--- src/hw/ex_params.svh ---
`ifndef EX_PARAMS_SVH
`define EX_PARAMS_SVH

// data path and register file
`define EX_XLEN 32
`define EX_REG_ADDR_W 5
`define EX_SHAMT_W 5

// fetch redirect
`define EX_BR_ADDR_W 12
`define EX_LINK_OFFSET 4

// bank field sits above the sram word address
`define EX_SRAM_ADDR_W 13
`define EX_SRAM_TYPE_LSB 13
`define EX_SRAM_TYPE_W 2

`endif

--- src/hw/ex_pkg.sv ---
`include "ex_params.svh"

package ex_pkg;

    typedef logic [`EX_XLEN-1:0] xlen_t;
    typedef logic [`EX_REG_ADDR_W-1:0] reg_addr_t;
    typedef logic [`EX_BR_ADDR_W-1:0] br_addr_t;
    typedef logic [`EX_SRAM_ADDR_W-1:0] sram_addr_t;

    // integer, upper-immediate, jump and branch ops
    typedef enum logic [4:0] {
        alu_nop,
        alu_add,
        alu_sub,
        alu_slt,
        alu_sltu,
        alu_xor,
        alu_or,
        alu_and,
        alu_sll,
        alu_srl,
        alu_sra,
        alu_lui,
        alu_auipc,
        alu_jal,
        alu_jalr,
        alu_beq,
        alu_bne,
        alu_blt,
        alu_bge,
        alu_bltu,
        alu_bgeu
    } alu_op_t;

    typedef enum logic [3:0] {
        mem_none,
        mem_lb,
        mem_lh,
        mem_lw,
        mem_lbu,
        mem_lhu,
        mem_sb,
        mem_sh,
        mem_sw
    } mem_op_t;

    // encoding matches the bank field of an address
    typedef enum logic [`EX_SRAM_TYPE_W-1:0] {
        sram_iram = 2'd0,
        sram_oram = 2'd1,
        sram_wram = 2'd2,
        sram_none = 2'd3
    } sram_sel_t;

endpackage

--- src/hw/ex_alu.sv ---
`include "ex_params.svh"

module ex_alu
    import ex_pkg::*;
(
    input  alu_op_t op,
    input  xlen_t   src1,
    input  xlen_t   src2,
    input  xlen_t   pc,
    output xlen_t   result
);

    logic [`EX_SHAMT_W-1:0] shamt;
    xlen_t                  link;

    assign shamt = src2[`EX_SHAMT_W-1:0];
    assign link  = pc + xlen_t'(`EX_LINK_OFFSET);

    always_comb begin
        case (op)
            alu_add: begin
                result = src1 + src2;
            end
            alu_sub: begin
                result = src1 - src2;
            end
            alu_slt: begin
                result = xlen_t'($signed(src1) < $signed(src2));
            end
            alu_sltu: begin
                result = xlen_t'(src1 < src2);
            end
            alu_xor: begin
                result = src1 ^ src2;
            end
            alu_or: begin
                result = src1 | src2;
            end
            alu_and: begin
                result = src1 & src2;
            end
            alu_sll: begin
                result = src1 << shamt;
            end
            alu_srl: begin
                result = src1 >> shamt;
            end
            alu_sra: begin
                // sign fill
                result = xlen_t'($signed(src1) >>> shamt);
            end
            alu_lui: begin
                result = src2;
            end
            alu_auipc: begin
                result = pc + src2;
            end
            alu_jal, alu_jalr: begin
                result = link;
            end
            // branches and nop write nothing useful
            default: begin
                result = '0;
            end
        endcase
    end

endmodule

--- src/hw/ex_branch.sv ---
`include "ex_params.svh"

module ex_branch
    import ex_pkg::*;
(
    input  alu_op_t  op,
    input  xlen_t    src1,
    input  xlen_t    src2,
    input  xlen_t    imm,
    input  xlen_t    pc,
    output logic     taken,
    output br_addr_t target
);

    xlen_t target_sum;
    logic  eq;
    logic  lt_s;
    logic  lt_u;

    assign eq   = (src1 == src2);
    assign lt_s = ($signed(src1) < $signed(src2));
    assign lt_u = (src1 < src2);

    always_comb begin
        case (op)
            alu_beq:  taken = eq;
            alu_bne:  taken = !eq;
            alu_blt:  taken = lt_s;
            alu_bge:  taken = !lt_s;
            alu_bltu: taken = lt_u;
            alu_bgeu: taken = !lt_u;
            alu_jal, alu_jalr: begin
                taken = 1'b1;
            end
            default: begin
                taken = 1'b0;
            end
        endcase
    end

    // jal carries its offset in src2, branches in imm
    always_comb begin
        case (op)
            alu_jal: begin
                target_sum = pc + src2;
            end
            alu_jalr: begin
                target_sum = src1 + src2;
            end
            default: begin
                target_sum = pc + imm;
            end
        endcase
    end

    assign target = target_sum[`EX_BR_ADDR_W-1:0];

endmodule

--- src/hw/ex_mem_addr.sv ---
`include "ex_params.svh"

module ex_mem_addr
    import ex_pkg::*;
(
    input  mem_op_t    mem_op,
    input  xlen_t      src1,
    input  xlen_t      src2,
    input  xlen_t      imm,
    output sram_sel_t  sram_sel,
    output sram_addr_t sram_addr
);

    xlen_t                      addr_sum;
    logic [`EX_SRAM_TYPE_W-1:0] bank;

    always_comb begin
        case (mem_op)
            mem_lb, mem_lh, mem_lw, mem_lbu, mem_lhu: begin
                addr_sum = src1 + src2;
            end
            mem_sb, mem_sh, mem_sw: begin
                addr_sum = src1 + imm;
            end
            default: begin
                addr_sum = '0;
            end
        endcase
    end

    assign bank = addr_sum[`EX_SRAM_TYPE_LSB +: `EX_SRAM_TYPE_W];

    always_comb begin
        if (mem_op == mem_none || bank == sram_none) begin
            sram_sel  = sram_none;
            sram_addr = '0;
        end else begin
            sram_sel  = sram_sel_t'(bank);
            sram_addr = addr_sum[`EX_SRAM_ADDR_W-1:0];
        end
    end

endmodule

--- src/hw/ex_stage_reg.sv ---
module ex_stage_reg
    import ex_pkg::*;
(
    input  logic       clk,
    input  logic       reset,
    input  logic       in_valid,
    input  alu_op_t    in_op,
    input  mem_op_t    in_mem_op,
    input  logic       in_wb_valid,
    input  reg_addr_t  in_wb_addr,
    input  xlen_t      result,
    input  logic       taken,
    input  br_addr_t   target,
    input  sram_sel_t  sram_sel,
    input  sram_addr_t sram_addr,
    input  xlen_t      store_data,
    input  logic       out_ready,
    output logic       in_ready,
    output logic       out_valid,
    output logic       out_wb_valid,
    output reg_addr_t  out_wb_addr,
    output xlen_t      out_result,
    output mem_op_t    out_mem_op,
    output sram_sel_t  out_sram_sel,
    output sram_addr_t out_sram_addr,
    output xlen_t      out_store_data,
    output logic       redirect_valid,
    output br_addr_t   redirect_addr
);

    logic is_branch;
    logic accept;
    logic load;

    // room when empty or the held item leaves this cycle
    assign in_ready  = out_ready || !out_valid;
    assign is_branch = (in_op inside {alu_beq, alu_bne, alu_blt, alu_bge, alu_bltu, alu_bgeu});

    // instruction behind a redirect is consumed and dropped
    assign accept = in_valid && in_ready && !redirect_valid;
    assign load   = accept && !is_branch;

    always_ff @(posedge clk) begin
        if (reset) begin
            out_valid      <= 1'b0;
            out_wb_valid   <= 1'b0;
            redirect_valid <= 1'b0;
        end else begin
            out_valid      <= load || (out_valid && !out_ready);
            redirect_valid <= accept && taken;
            if (load) begin
                out_wb_valid <= in_wb_valid;
            end
        end
    end

    always_ff @(posedge clk) begin
        if (load) begin
            out_wb_addr    <= in_wb_addr;
            out_result     <= result;
            out_mem_op     <= in_mem_op;
            out_sram_sel   <= sram_sel;
            out_sram_addr  <= sram_addr;
            out_store_data <= store_data;
        end
        if (accept && taken) begin
            redirect_addr <= target;
        end
    end

    // fetch never sees back to back redirect pulses
    redirect_single: assert property (@(posedge clk) disable iff (reset)
        redirect_valid |=> !redirect_valid);

    // memory stage must see a frozen item while it stalls
    out_hold: assert property (@(posedge clk) disable iff (reset)
        out_valid && !out_ready |=> out_valid && $stable(out_wb_valid)
            && $stable(out_wb_addr) && $stable(out_result) && $stable(out_mem_op)
            && $stable(out_sram_sel) && $stable(out_sram_addr)
            && $stable(out_store_data));

endmodule

--- src/hw/ex_stage.sv ---
module ex_stage
    import ex_pkg::*;
(
    input  logic       clk,
    input  logic       reset,
    input  logic       in_valid,
    output logic       in_ready,
    input  alu_op_t    in_op,
    input  mem_op_t    in_mem_op,
    input  xlen_t      in_src1,
    input  xlen_t      in_src2,
    input  xlen_t      in_imm,
    input  xlen_t      in_pc,
    input  logic       in_wb_valid,
    input  reg_addr_t  in_wb_addr,
    output logic       out_valid,
    input  logic       out_ready,
    output logic       out_wb_valid,
    output reg_addr_t  out_wb_addr,
    output xlen_t      out_result,
    output mem_op_t    out_mem_op,
    output sram_sel_t  out_sram_sel,
    output sram_addr_t out_sram_addr,
    output xlen_t      out_store_data,
    output logic       redirect_valid,
    output br_addr_t   redirect_addr
);

    xlen_t      alu_result;
    logic       br_taken;
    br_addr_t   br_target;
    sram_sel_t  mem_sel;
    sram_addr_t mem_addr;

    ex_alu u_alu (
        .op     (in_op),
        .src1   (in_src1),
        .src2   (in_src2),
        .pc     (in_pc),
        .result (alu_result)
    );

    ex_branch u_branch (
        .op     (in_op),
        .src1   (in_src1),
        .src2   (in_src2),
        .imm    (in_imm),
        .pc     (in_pc),
        .taken  (br_taken),
        .target (br_target)
    );

    ex_mem_addr u_mem_addr (
        .mem_op    (in_mem_op),
        .src1      (in_src1),
        .src2      (in_src2),
        .imm       (in_imm),
        .sram_sel  (mem_sel),
        .sram_addr (mem_addr)
    );

    // store data is rs2
    ex_stage_reg u_stage_reg (
        .clk            (clk),
        .reset          (reset),
        .in_valid       (in_valid),
        .in_op          (in_op),
        .in_mem_op      (in_mem_op),
        .in_wb_valid    (in_wb_valid),
        .in_wb_addr     (in_wb_addr),
        .result         (alu_result),
        .taken          (br_taken),
        .target         (br_target),
        .sram_sel       (mem_sel),
        .sram_addr      (mem_addr),
        .store_data     (in_src2),
        .out_ready      (out_ready),
        .in_ready       (in_ready),
        .out_valid      (out_valid),
        .out_wb_valid   (out_wb_valid),
        .out_wb_addr    (out_wb_addr),
        .out_result     (out_result),
        .out_mem_op     (out_mem_op),
        .out_sram_sel   (out_sram_sel),
        .out_sram_addr  (out_sram_addr),
        .out_store_data (out_store_data),
        .redirect_valid (redirect_valid),
        .redirect_addr  (redirect_addr)
    );

endmodule

--- config.mk ---
export PLATFORM = sky130hd
export DESIGN_NAME = ex_stage
export DESIGN_NICKNAME = d
export VERILOG_FILES = /design/src/hw/ex_pkg.sv /design/src/hw/ex_alu.sv /design/src/hw/ex_branch.sv /design/src/hw/ex_mem_addr.sv /design/src/hw/ex_stage_reg.sv /design/src/hw/ex_stage.sv
export VERILOG_INCLUDE_DIRS = /design/src /design/src/hw
export SDC_FILE = /design/constraint.sdc
export NUM_CORES = 1
export LEC_CHECK = 0
export ABC_AREA = 1
export BUFFER_PORTS_ARGS = -buffer_cell sky130_fd_sc_hd__buf_2
export CORE_UTILIZATION = 30
export CTS_BUF_LIST = sky130_fd_sc_hd__clkbuf_16
export CTS_CLUSTER_DIAMETER = 120
export DETAILED_ROUTE_END_ITERATION = 10
export PLACE_DENSITY = 0.43
export SETUP_SLACK_MARGIN = 0.2
export SYNTH_ARGS = -nofsm -noshare
export SYNTH_HDL_FRONTEND = slang
export SYNTH_SLANG_ARGS = --single-unit
--- constraint.sdc ---
create_clock -name clk -period 8.5 [get_ports clk]
set_input_delay 1.7 -clock clk [delete_from_list [all_inputs] [get_ports clk]]
set_output_delay 1.7 -clock clk [all_outputs]
set_load 0.005 [all_outputs]
==> results, run 1 <==
- The completed layout was analyzed and its total power is 0.00221 W.
- The number of DRC violations after detailed routing is 0.
- The largest clock skew in the final design is 0.0250 ns.
- The share of the yosys chip area belonging to registers is 17.4%.
- At the end of routability-driven placement, the weighted congestion stood at 0.989.
- The final design instance area without fill is 0.0197 mm^2.
- The number of pins with negative max-slew slack in the final report is 0.
- After synthesis, the share of flip-flops with an asynchronous set or reset is 0%.
- For this design the ratio of total power to cell area is 112 mW/mm^2.
- The count of cells along the worst register-to-register path is 7.
- Buffers inserted to repair hold after CTS numbered 0.
- After clock tree synthesis, the setup repair step added 0 buffers.
- The clock drives 103 sinks.
- The endpoint type of the worst setup path is a flop.
- The CTS H-tree depth is 3.
- The tightest min-delay check is of the flop to flop type.
- The clock-pin slew reported for the worst setup and hold paths after clock tree synthesis is 0.08 ns.
- The total detailed-routing wirelength is 105000 um.
- The worst setup path is of the primary input to flop kind.
- The mapped netlist covers 0.0176 mm^2.
- The number of nets with antenna violations after detailed routing is 0.
- The main flop type after synthesis is edfxtp_1.
- After detailed routing, the average wire length per cell comes to 26.6 um.
- The antenna diode count is 0.
- The fraction of final layout cells with drive strength greater than 1 is 11.2%.
- Yosys printed 0 warnings.
- The wire length of the first global-routing pass is 146000 um.
- In this run, the clock network consumes 20.2% of the power.
- The critical-path maximum fanout is 25.
- The analysis attributes to cell leakage a power of 9.56 nW.
- The final-layout fill cell count is 6812.
- Once the clock tree was built, the resizer swapped 0 gates to a different size.
- Entering global routing, the biggest net connects 68 pins.
- Synthesis instantiated 56 different standard cells from the library.
- Adding up every negative setup slack in the final design gives 0 ns.
- Traced cell by cell, the critical path runs through buf_2 > buf_4 > inv_1 > buf_4 > ha_1 > inv_1 > nand2_1 > nor2_1 > nand3_1 > nand2_1 > nand2_1 > nand2_2 > nand2_2 > nand2_2 > nand2_1 > nand2_1 > nor2_1 > nand3_1 > nand2_1 > inv_1.
- The internal power summed over all cells is 0.00113 W.
- The area enclosed by the die boundary is 0.0598 mm^2.
- The sequential share of power is 28.2%.
- The worst-case clock buffer depth is 2.
- The overall die width is 245 um.
- In the layout the commonest cells are 850 x nand2_1, 347 x nand3_1, 337 x inv_1.
- The transition time of the tightest slew-check pin is 1.29 ns.
- The cell count after placement is 3923.
- The post-synthesis share of cell area spent on and, or, nand and nor gates is 41.1%.
- Compared with the post-synthesis result, the final layout area differs by 11.9%.
- The number of instances in the synthesized netlist is 3006.
- The worst hold path passes through 2 cells.
- The area of placed instances is 0.0195 mm^2.
- The count of placed standard cells in the final layout, fillers left out is 3939.
- The final critical-path share of the clock period is 62.7%.
- After detailed routing, the number of vias per cell comes to 5.58.
- The endpoint arrival time on the critical path is 5.37 ns.
- For this run, the detailed router's first-pass iteration total came to 6.
- The shortest clock period the worst path allows after layout is 5.33 ns.
- Leaving out fill and tap cells, the most frequent cell in the layout is nand2_1.
- The later pin in the worst-skew pair is clocked with a latency of 0.43 ns.
- Of the total synthesized cell area, the portion taken by XOR and XNOR cells is 1.64%.
- The via count of the first global-routing pass is 20161.
- VDD sags by at most 0.000122 V.
- The number of nets in the layout is 3475.
- The initial antenna violation count is 5.
- Row generation in the floorplan step produced 88 rows.
- TritonCTS built the clock tree.
- The most numerous cell type found on the critical path is nand2_1.
- The number of CTS-inserted buffers is 9.
- Setup violations remaining at the end of the flow were counted as 0.
- The peak clock frequency supported by timing is 188 MHz.
- In the final layout, the multi-input gates occupy 0.0128 mm^2.
- The largest single stage delay on the critical path is 0.45 ns.
- The total area inside the core boundary comes to 0.0579 mm^2.
- The number of register bits inferred by synthesis is 103.
- The reported net switching power is 0.00108 W.
- The DRC violation total after the first TritonRoute iteration is 2451.
- The die height is 245 um.
- The master of the slowest instance on the critical path is ha_1.
- The effective utilization at floorplan is 30.5%.
- The portion of netlist area occupied by mux cells is 0.397%.
- The fraction of the mapped netlist area in compound gates is 17.6%.
- The number of ports placed on the die boundary is 251.
- The share of total power consumed by net switching is 49.0%.
- The final hold violation count is 0.
- Once layout is complete, the utilization of the core stands at 34.1%.
- The vias after detailed routing is 21979.
- Summing the areas of all fa, ha and maj instances in the mapped netlist gives 11.5% of the synthesized area.
- The combinational cell fraction of total power is 51.7%.
- The sequential cell area in the final layout is 0.00306 mm^2.
- The mean instance size in the synthesized netlist is 5.87 um^2.
- The synthesized design contains 100 enable-type register cells.
- By area, the combinational part of the netlist is dominated by simple AND/OR/NAND/NOR gates.
- Once detailed placement completed, the half-perimeter wirelength came to 87200 um.
- The aggregate global-route resource usage is 34.3%.
- The required time of the worst setup path is 8.54 ns.
- The count of maximum capacitance violations is 0.
- Setup repair after global routing left no endpoint under its margin.
- The flow ran to the end, and the final reports show no timing, DRC or antenna violations.
- The worst slew margin relative to its limit is 12.8%.
- When the netlist entered floorplanning its net count stood at 3312.
- The quantity of I/O buffers inserted on ports is 233.
- STA classifies the critical path startpoint as a primary input.
- Summed over all layers, the global routing overflow is 0.
- The clock tree root driver cell is clkbuf_16.
==> power by group through the flow <==
stage               Sequential, W  Combinational (W)  Clock (W)
global route             0.000627            0.00123   0.000472
detailed placement       0.000636            0.00111          0
CTS                      0.000625            0.00112   0.000459
finish                   0.000624            0.00114   0.000446
floorplan                0.000645           0.000647          0
global placement         0.000635            0.00112          0
==> flip-flops by register name (all words and copies together), names as in the netlist <==
signal	cells
u_stage_reg.out_mem_op	4
u_stage_reg.out_result	32
u_stage_reg.out_sram_addr	13
u_stage_reg.out_sram_sel	2
u_stage_reg.out_store_data	32
u_stage_reg.out_valid	1
u_stage_reg.out_wb_addr	5
u_stage_reg.out_wb_valid	1
u_stage_reg.redirect_addr	12
u_stage_reg.redirect_valid	1
==> routing by layer <==
layer | GRT usage [%] | part of all wire [%] | vias up
met5 | 0 | 0.012 | -
met4 | 12.7 | 3.8 | 2
met3 | 4.70 | 7.4 | 133
met2 | 54.6 | 44 | 1051
met1 | 46.9 | 45 | 10401
li1 | - | - | 10392
==> path summary, 6_finish.rpt <==
kind | start | endpoint | slack (ns)
worst min-delay path | u_stage_reg.out_wb_valid | u_stage_reg.out_wb_valid | 0.47
worst min register to register | u_stage_reg.out_wb_valid | u_stage_reg.out_wb_valid | 0.47
worst max register to register | u_stage_reg.out_valid | u_stage_reg.out_store_data[24] | 5.14
worst max-delay path | in_src2[4] | u_stage_reg.redirect_addr[9] | 3.17
==> final cells by class <==
class	instances	share of cell area [%]
inverter	357	6.79
tap	765	4.85
multi-input combinational	2442	64.6
sequential	103	15.5
timing repair buffer	256	6.78
clock inverter	7	0.285
clock buffer	9	1.14
==> worst max-delay path, delay by kind of cell <==
family        cells  cell delay (ns)
fa+ha+maj         1             0.45
simple gates     13             1.85
buf+inv           6             1.31
==> Yosys cell counts, drive strengths merged, types with 3 or more instances <==
master,number,area [um^2]
a211oi,4,30.0
a21o,4,30.0
a21oi,216,1100
a221oi,3,26.3
a22oi,3,22.5
buf,73,378
clkbuf,31,120
clkinv,3,11.3
dfxtp,3,60.1
edfxtp,100,3000
fa,5,100
ha,154,1930
inv,354,1330
mux2i,7,70.1
nand2,862,3260
nand3,351,1780
nand3b,18,135
nand4,46,288
nor2,332,1340
nor3,56,285
nor4,5,31.3
o2111ai,6,52.6
o211ai,34,255
o21a,14,105
o21ai,204,1020
o21bai,14,109
o221ai,11,96.3
o22ai,31,194
or2,17,106
xnor2,6,52.6
xor2,27,236
==> stage by stage <==
stage / worst slack, ns / hold WS [ns]
after global placement: 2.86 / 0.446
final: 3.17 / 0.472
after detailed placement: 2.86 / 0.461
after floorplan: 1.96 / 0.451
after CTS: 3.29 / 0.472
after global routing: 3.01 / 0.491
==> kinds of logic (layout without fill, tap and decap cells) <==
logic type | Yosys count | in the layout
buffers and inverters | 461 | 629
AO/OA/AOI/OAI | 551 | 551
AND/OR/NAND/NOR | 1692 | 1692
XOR/XNOR | 33 | 33
flip-flops | 103 | 103
adder cells (fa/ha/maj) | 159 | 159
multiplexers | 7 | 7
Note: power is estimated with default switching activity, not from simulation.
==> inputs of run 2 (changes only) <==
PLACE_DENSITY = 0.45   (was 0.43)
clock period = 4.75 ns   (was 8.5 ns; I/O delays follow)
==> run 2 against run 1 <==
  * Via count rose by 0.99%
  * Hold slack got worse by 0.011 ns
  * Count of clock-buffer cells in the layout did not move
  * Critical path type unchanged
==> results, run 2 (synthesis results as in run 1) <==
- The clock-pin slew reported for the worst setup and hold paths after clock tree synthesis is 0.11 ns.
- Counting every sink on the clock net gives 103.
- The first routing iteration left 2772 violations.
- Leaving out fill and tap cells, the most frequent cell in the layout is nand2_1.
- In the final layout, the multi-input gates occupy 0.0128 mm^2.
- The total negative setup slack is 0 ns.
- The combinational cell fraction of total power is 52.0%.
- The fraction of final layout cells with drive strength greater than 1 is 12.4%.
- Prior to clock tree synthesis, the placed netlist has a worst setup slack of 0.505 ns.
- Overall power consumption after layout is estimated at 0.00404 W.
- The shortest clock period the worst path allows after layout is 3.87 ns.
- The destination of the worst register-to-register timing path is u_stage_reg.out_result[28].
- The tool flagged a number of max-cap violations equal to 0.
- The via count of the first global-routing pass is 20431.
- The number of pins with negative max-slew slack in the final report is 0.
- The most critical setup path has its endpoint at u_stage_reg.out_result[10].
- The wire length of the first global-routing pass is 146000 um.
- By startpoint and endpoint, the worst setup path is classified as primary input to flop.
- The number of setup buffers added after CTS is 0.
- Once layout is complete, the cells apart from fillers number 3987.
- The routed length per placed instance is 26.3 um.
- At the end of the flow, the number of nets in the layout was 3523.
- For the worst-skew pair, the clock arrives at the later sink with an insertion delay of 0.43 ns.
- In this run the register-to-register setup slack is 2.66 ns.
- The element type at the critical path start is a primary input.
- In the routed design, unresolved DRC markers number 0.
- Once detail routing completed, the nets flagged for antenna violations numbered 0.
- The worst pin sits at a relative slew slack of 34.2%.
- The cell count after placement is 3971.
- The total detailed-routing wirelength is 105000 um.
- The internal power summed over all cells is 0.00206 W.
- The most critical setup path has its startpoint at in_src2[0].
- For this design, the CTS-stage hold fixing added 0 buffers.
- The final critical-path share of the clock period is 81.5%.
- The largest clock skew in the final design is 0.0320 ns.
- The effective utilization at floorplan is 30.5%.
- The worst-case IR drop observed on VDD is 0.000210 V.
- The overall die width is 245 um.
- The clock power share is 20.4%.
- The count of buffers added on input and output ports is 233.
- The flow ran to the end, and the final reports show no timing, DRC or antenna violations.
- The die covers 0.0598 mm^2.
- The clock tree root driver cell is clkbuf_16.
- After floorplanning, the core was divided into 88 placement rows.
- The routed layout has 22197 vias.
- Measured in cells, the most critical reg-to-reg path has a length of 6.
- In this run the standard cell core region covers 0.0579 mm^2.
- In this run switching power makes up 49.0% of total power.
- In the global route stage, overall resource usage came out at 34.3%.
- For this design the top-level I/O count stands at 251.
- The initial antenna violation count is 2.
- The via-per-instance ratio is 5.57.
- Measured along the y axis, the die boundary spans 245 um.
- The reported net switching power is 0.00198 W.
- In this run the critical register-to-register path is launched from u_stage_reg.out_valid.
- The endpoint arrival time on the critical path is 4.03 ns.
- Setup violations remaining at the end of the flow were counted as 0.
- For the pin with the worst max-slew slack, the measured transition is 0.976 ns.
- The final-layout fill cell count is 6645.
- Leaving out fill and tap cells, the most frequent cells in the layout are 852 x nand2_1, 347 x nand3_1, 336 x inv_1.
- The required time of the worst setup path is 4.91 ns.
- The clock passes through at most 2 buffers.
- The sequential cell area in the final layout is 0.00306 mm^2.
- The endpoint type of the worst setup path is a flop.
- The static leakage is 9.80 nW.
- The final hold violation count is 0.
- The HPWL reported at the end of detailed placement is 87800 um.
- The remaining global-route overflow is 0.
- Static timing analysis puts the maximum clock frequency at 258 MHz.
- Before antenna repair, the detailed router went through 6 iterations.
- The final worst setup slack is 0.877 ns.
- The clock tree from TritonCTS is done.
- Routability-driven placement finished with a final weighted congestion of 1.01.
- Setup repair after global routing left no endpoint under its margin.
- In this run the power density over the cells is 201 mW/mm^2.
- Summing all placed instances gives a cell area of 0.0199 mm^2.
- The worst hold path class is flop to flop.
- The largest registers in the layout are u_stage_reg.out_result: 32 flops, u_stage_reg.out_store_data: 32 flops, u_stage_reg.out_sram_addr: 13 flops.
- Once layout is done, the placed cells without fillers occupy 0.0201 mm^2.
- The H-tree was split into 3 levels.
- The sequential share of power is 27.7%.
- The largest net degree at the start of global routing is 75.
- The number of gates resized after CTS was 0.
- Clock tree synthesis inserted a total of 9 buffers.
- Of all nets on the critical path, the largest fanout is 5.
- From synthesis to final layout, the design area changed by 14.1%.
-- run 2: changes by cell type in the layout (fill, tap and decap cells not counted) --
cell	change
nand2_1	+2
inv_1	-1
diode_2	+1
nand2_2	-2
nor2_2	-1
buf_4	+45
clkinvlp_4	-1
nor2_1	+1
clkinv_8	+1
buf_12	+3
inv_8	-1
clkinv_2	+1
-- run 2: metal layers --
layer | wire length, um | vias up | track usage, % | part of all wire, %
met5 | 33 | - | 0 | 0.031
met4 | 6510 | 4 | 19.2 | 6.2
met3 | 7370 | 182 | 3.71 | 7.0
met2 | 46400 | 1156 | 54.4 | 44
met1 | 44500 | 10389 | 45.1 | 42
li1 | - | 10466 | - | -
-- run 2: worst min path at each step --
| stage | startpoint | endpoint | cells after the start |
|---|---|---|---|
| detailed placement | u_stage_reg.out_wb_valid | u_stage_reg.out_wb_valid | 2 |
| CTS | u_stage_reg.out_wb_valid | u_stage_reg.out_wb_valid | 2 |
| floorplan | u_stage_reg.out_wb_valid | u_stage_reg.out_wb_valid | 2 |
| global placement | u_stage_reg.out_wb_valid | u_stage_reg.out_wb_valid | 2 |
| finish | u_stage_reg.out_wb_valid | u_stage_reg.out_wb_valid | 2 |
| global route | u_stage_reg.out_wb_valid | u_stage_reg.out_wb_valid | 2 |
-- run 2: worst max-delay path, stage by stage --
cell	delay, ns
buf_2	0.17
ha_1	0.28
inv_1	0.15
fa_1	0.43
inv_1	0.10
nand3_1	0.07
nand2_1	0.18
nand2_1	0.07
nand2_1	0.18
nand2_1	0.07
nand2_1	0.19
xor2_1	0.72
o21ai_0	0.21
inv_1	0.11
nand3_1	0.13
-- run 2: through the flow --
step / hold WS (ns) / util, %
after floorplan: 0.451 / -
after global placement: 0.446 / 34.3
after detailed placement: 0.456 / 34.3
after CTS: 0.468 / 34.8
after global routing: 0.494 / 34.8
final: 0.460 / 34.8
-- run 2: power by group through the flow --
stage / Sequential (W) / Combinational (W) / Clock [W]
2_1_floorplan: 0.00115 / 0.00116 / 0
6_report: 0.00112 / 0.00210 / 0.000823
5_1_grt: 0.00113 / 0.00226 / 0.000861
3_3_place_gp: 0.00114 / 0.00205 / 0
4_1_cts: 0.00112 / 0.00206 / 0.000839
3_5_place_dp: 0.00114 / 0.00205 / 0
-- run 2: area by class of cell --
cell class              count  area share, %
repair buffers            304           8.63
well taps                 765           4.75
clock buffers               9           1.12
inverters                 357           6.66
clock inverters             6          0.273
multi-input cells        2442           63.3
diodes                      1         0.0124
flip-flops and latches    103           15.2
==> inputs of run 3 (changes only) <==
PLACE_DENSITY = 0.43   (was 0.45)
clock period = 3.9 ns   (was 4.75 ns; I/O delays follow)
==> run 3 against run 2 <==
  * Sequential power grew 21%
  * Clock skew shrank 0.011 ns
  * Cell count grew 5.5%
  * Non-clock buffer count grew 221
  * Via count grew 5.1%
==> results, run 3 (synthesis results as in run 1) <==
- The largest net degree at the start of global routing is 91.
- Global routing consumed, on the met3 layer, 4.54% of the routing resources.
- The worst hold path class is flop to flop.
- The HPWL reported at the end of detailed placement is 94700 um.
- In the finished design, the share of the clock period the worst path needs comes to 88.3%.
- For this design, the sink count on the clock tree is 103.
- The vias after detailed routing is 23321.
- The final hold violation count was 0.
- The number of ports placed on the die boundary is 251.
- The area enclosed by the die boundary is 0.0598 mm^2.
- Row generation in the floorplan step produced 88 rows.
- Setup repair after global routing left no endpoint under its margin.
- The worst slew margin relative to its limit is 49.0%.
- The element type at the critical path start is a primary input.
- Clock-pin slew was measured on the worst setup and hold paths at 0.08 ns.
- The number of CTS-inserted buffers is 9.
- By startpoint and endpoint, the worst setup path is classified as primary input to flop.
- In this run the worst path has a maximum fanout of 12.
- For this run, global-route usage on met2 was measured as 57.4%.
- The number of nets with antenna violations after detailed routing is 0.
- The worst-case clock buffer depth is 2.
- After global routing the overflow that remains totals 0.
- The endpoint arrival time on the critical path is 3.49 ns.
- Compared with the post-synthesis result, the final layout area differs by 24.3%.
- The count of cells along the worst register-to-register path is 7.
- Power spread over the standard cell area amounts to 244 mW/mm^2.
- The post-route netlist has 18.1% of its cells at a drive strength greater than 1.
- The wire length of the first global-routing pass is 156000 um.
- The root buffer cell chosen for the clock tree is clkbuf_16.
- The number of antenna diodes in the final layout is 0.
- In the layout the commonest cells are 852 x nand2_1, 347 x nand3_1, 336 x inv_1.
- The number of nets in the layout is 3744.
- The static leakage is 10.9 nW.
- For this run, the detailed router's first-pass iteration total came to 6.
- The area of the core is 0.0579 mm^2.
- The final-layout fill cell count is 6589.
- The worst-case IR drop observed on VDD is 0.000252 V.
- Between clock sinks in the finished design, the worst skew comes to 0.0207 ns.
- The post-cts repair resize count is 0.
- In this run the worst setup path terminates at u_stage_reg.redirect_addr[7].
- The worst reg-to-reg setup slack is 1.89 ns.
- The worst slack at placement is 0.0803 ns.
- In the routed design, unresolved DRC markers number 0.
- The initial antenna violation count is 2.
- The worst register-to-register path begins at u_stage_reg.out_valid.
- The aggregate global-route resource usage is 36.7%.
- The CTS H-tree depth is 3.
- Buffers added to address setup during post-CTS repair amount to 0.
- The number of pins with negative max-slew slack in the final report is 0.
- The count of maximum capacitance violations is 0.
- At the worst endpoint, the required time is 3.95 ns.
- The shortest clock period the worst path allows after layout is 3.44 ns.
- In this run, post-CTS hold repair placed 0 buffers.
- The via-per-instance ratio is 5.54.
- In the global route stage, met1 resource usage came out at 50.2%.
- The destination of the worst register-to-register timing path is u_stage_reg.out_result[18].
- The final worst setup slack is 0.455 ns.
- The most used routing layer is met2.
- The effective utilization at floorplan is 30.5%.
- At the end of routability-driven placement, the weighted congestion stood at 0.984.
- At the pin with the least slew margin, the transition time is 0.763 ns.
- In this run the horizontal extent of the chip is 245 um.
- The worst-skew pair later-pin latency is 0.42 ns.
- During placement, the flow inserted port buffers numbering 233.
- The die height is 245 um.
- The total negative setup slack is 0 ns.
- The endpoint type of the worst setup path is a flop.
- The via count of the first global-routing pass is 21346.
- The beginning of the critical path is in_src1[9].
- The clock tree from TritonCTS is done.
- The number of endpoints failing setup at the final stage is 0.
- The flow ran to the end, and the final reports show no timing, DRC or antenna violations.
- The total detailed-routing wirelength is 112000 um.
- The routed length per placed instance is 26.6 um.
- For this block, the initial DRC count from the detailed router was 2573.
- Leaving out fill and tap cells, the most frequent cell in the layout is nand2_1.
- The largest registers in the layout are u_stage_reg.out_result: 32 flops, u_stage_reg.out_store_data: 32 flops, u_stage_reg.out_sram_addr: 13 flops.
- The peak clock frequency supported by timing is 290 MHz.
run 3: final cells by class:
type	count	area, um^2	share of cell area, %
well taps	765	957	4.37
inverters	357	1340	6.11
repair buffers	525	3480	15.9
clock buffers	9	225	1.03
flip-flops and latches	103	3060	14.0
clock inverters	7	103	0.468
multi-input cells	2442	12800	58.2
run 3: routing by layer:
layer | part of all wire, % | wire [um]
met5 | 0.013 | 14
met4 | 4.8 | 5340
met3 | 7.3 | 8160
met2 | 44 | 49000
met1 | 44 | 49300
run 3: through the flow:
stage          total power (W)  area, um^2  util [%]  std cells  hold WS (ns)
2_1_floorplan          0.00281       17700         -       3006         0.451
3_3_place_gp           0.00417       21600      37.3       4192         0.446
3_5_place_dp           0.00417       21600      37.3       4192         0.461
4_1_cts                0.00530       21900      37.9       4208         0.473
5_1_grt                0.00560       21900      37.9       4208         0.506
6_report               0.00534       21900      37.9       4208         0.470
run 3: critical path: stages:
cell	delay, ns
buf_2	0.15
inv_1	0.07
ha_1	0.31
nor2_1	0.20
nand2_1	0.13
nor2_1	0.18
nand3b_1	0.21
nor2_1	0.31
buf_4	0.18
nand2_1	0.04
nand2_1	0.05
nor2_1	0.04
nand2_1	0.06
nor2_1	0.04
nand3_1	0.13
buf_12	0.15
nand2_1	0.07
inv_1	0.37
run 3: report_power, final:
part / switching (W) / internal, W
Combinational: 0.00193 / 0.000938
Sequential: 0.0000225 / 0.00134
Clock: 0.000546 / 0.000572
run 3: how the worst min path moves through the flow:
stage,start,to,slack (ns),cells past startpoint
floorplan,u_stage_reg.out_wb_valid,u_stage_reg.out_wb_valid,0.45,2
global placement,u_stage_reg.out_wb_valid,u_stage_reg.out_wb_valid,0.45,2
detailed placement,u_stage_reg.out_wb_valid,u_stage_reg.out_wb_valid,0.46,2
CTS,u_stage_reg.out_wb_valid,u_stage_reg.out_wb_valid,0.47,2
global route,u_stage_reg.out_wb_valid,u_stage_reg.out_wb_valid,0.51,2
finish,u_stage_reg.out_wb_valid,u_stage_reg.out_wb_valid,0.47,2
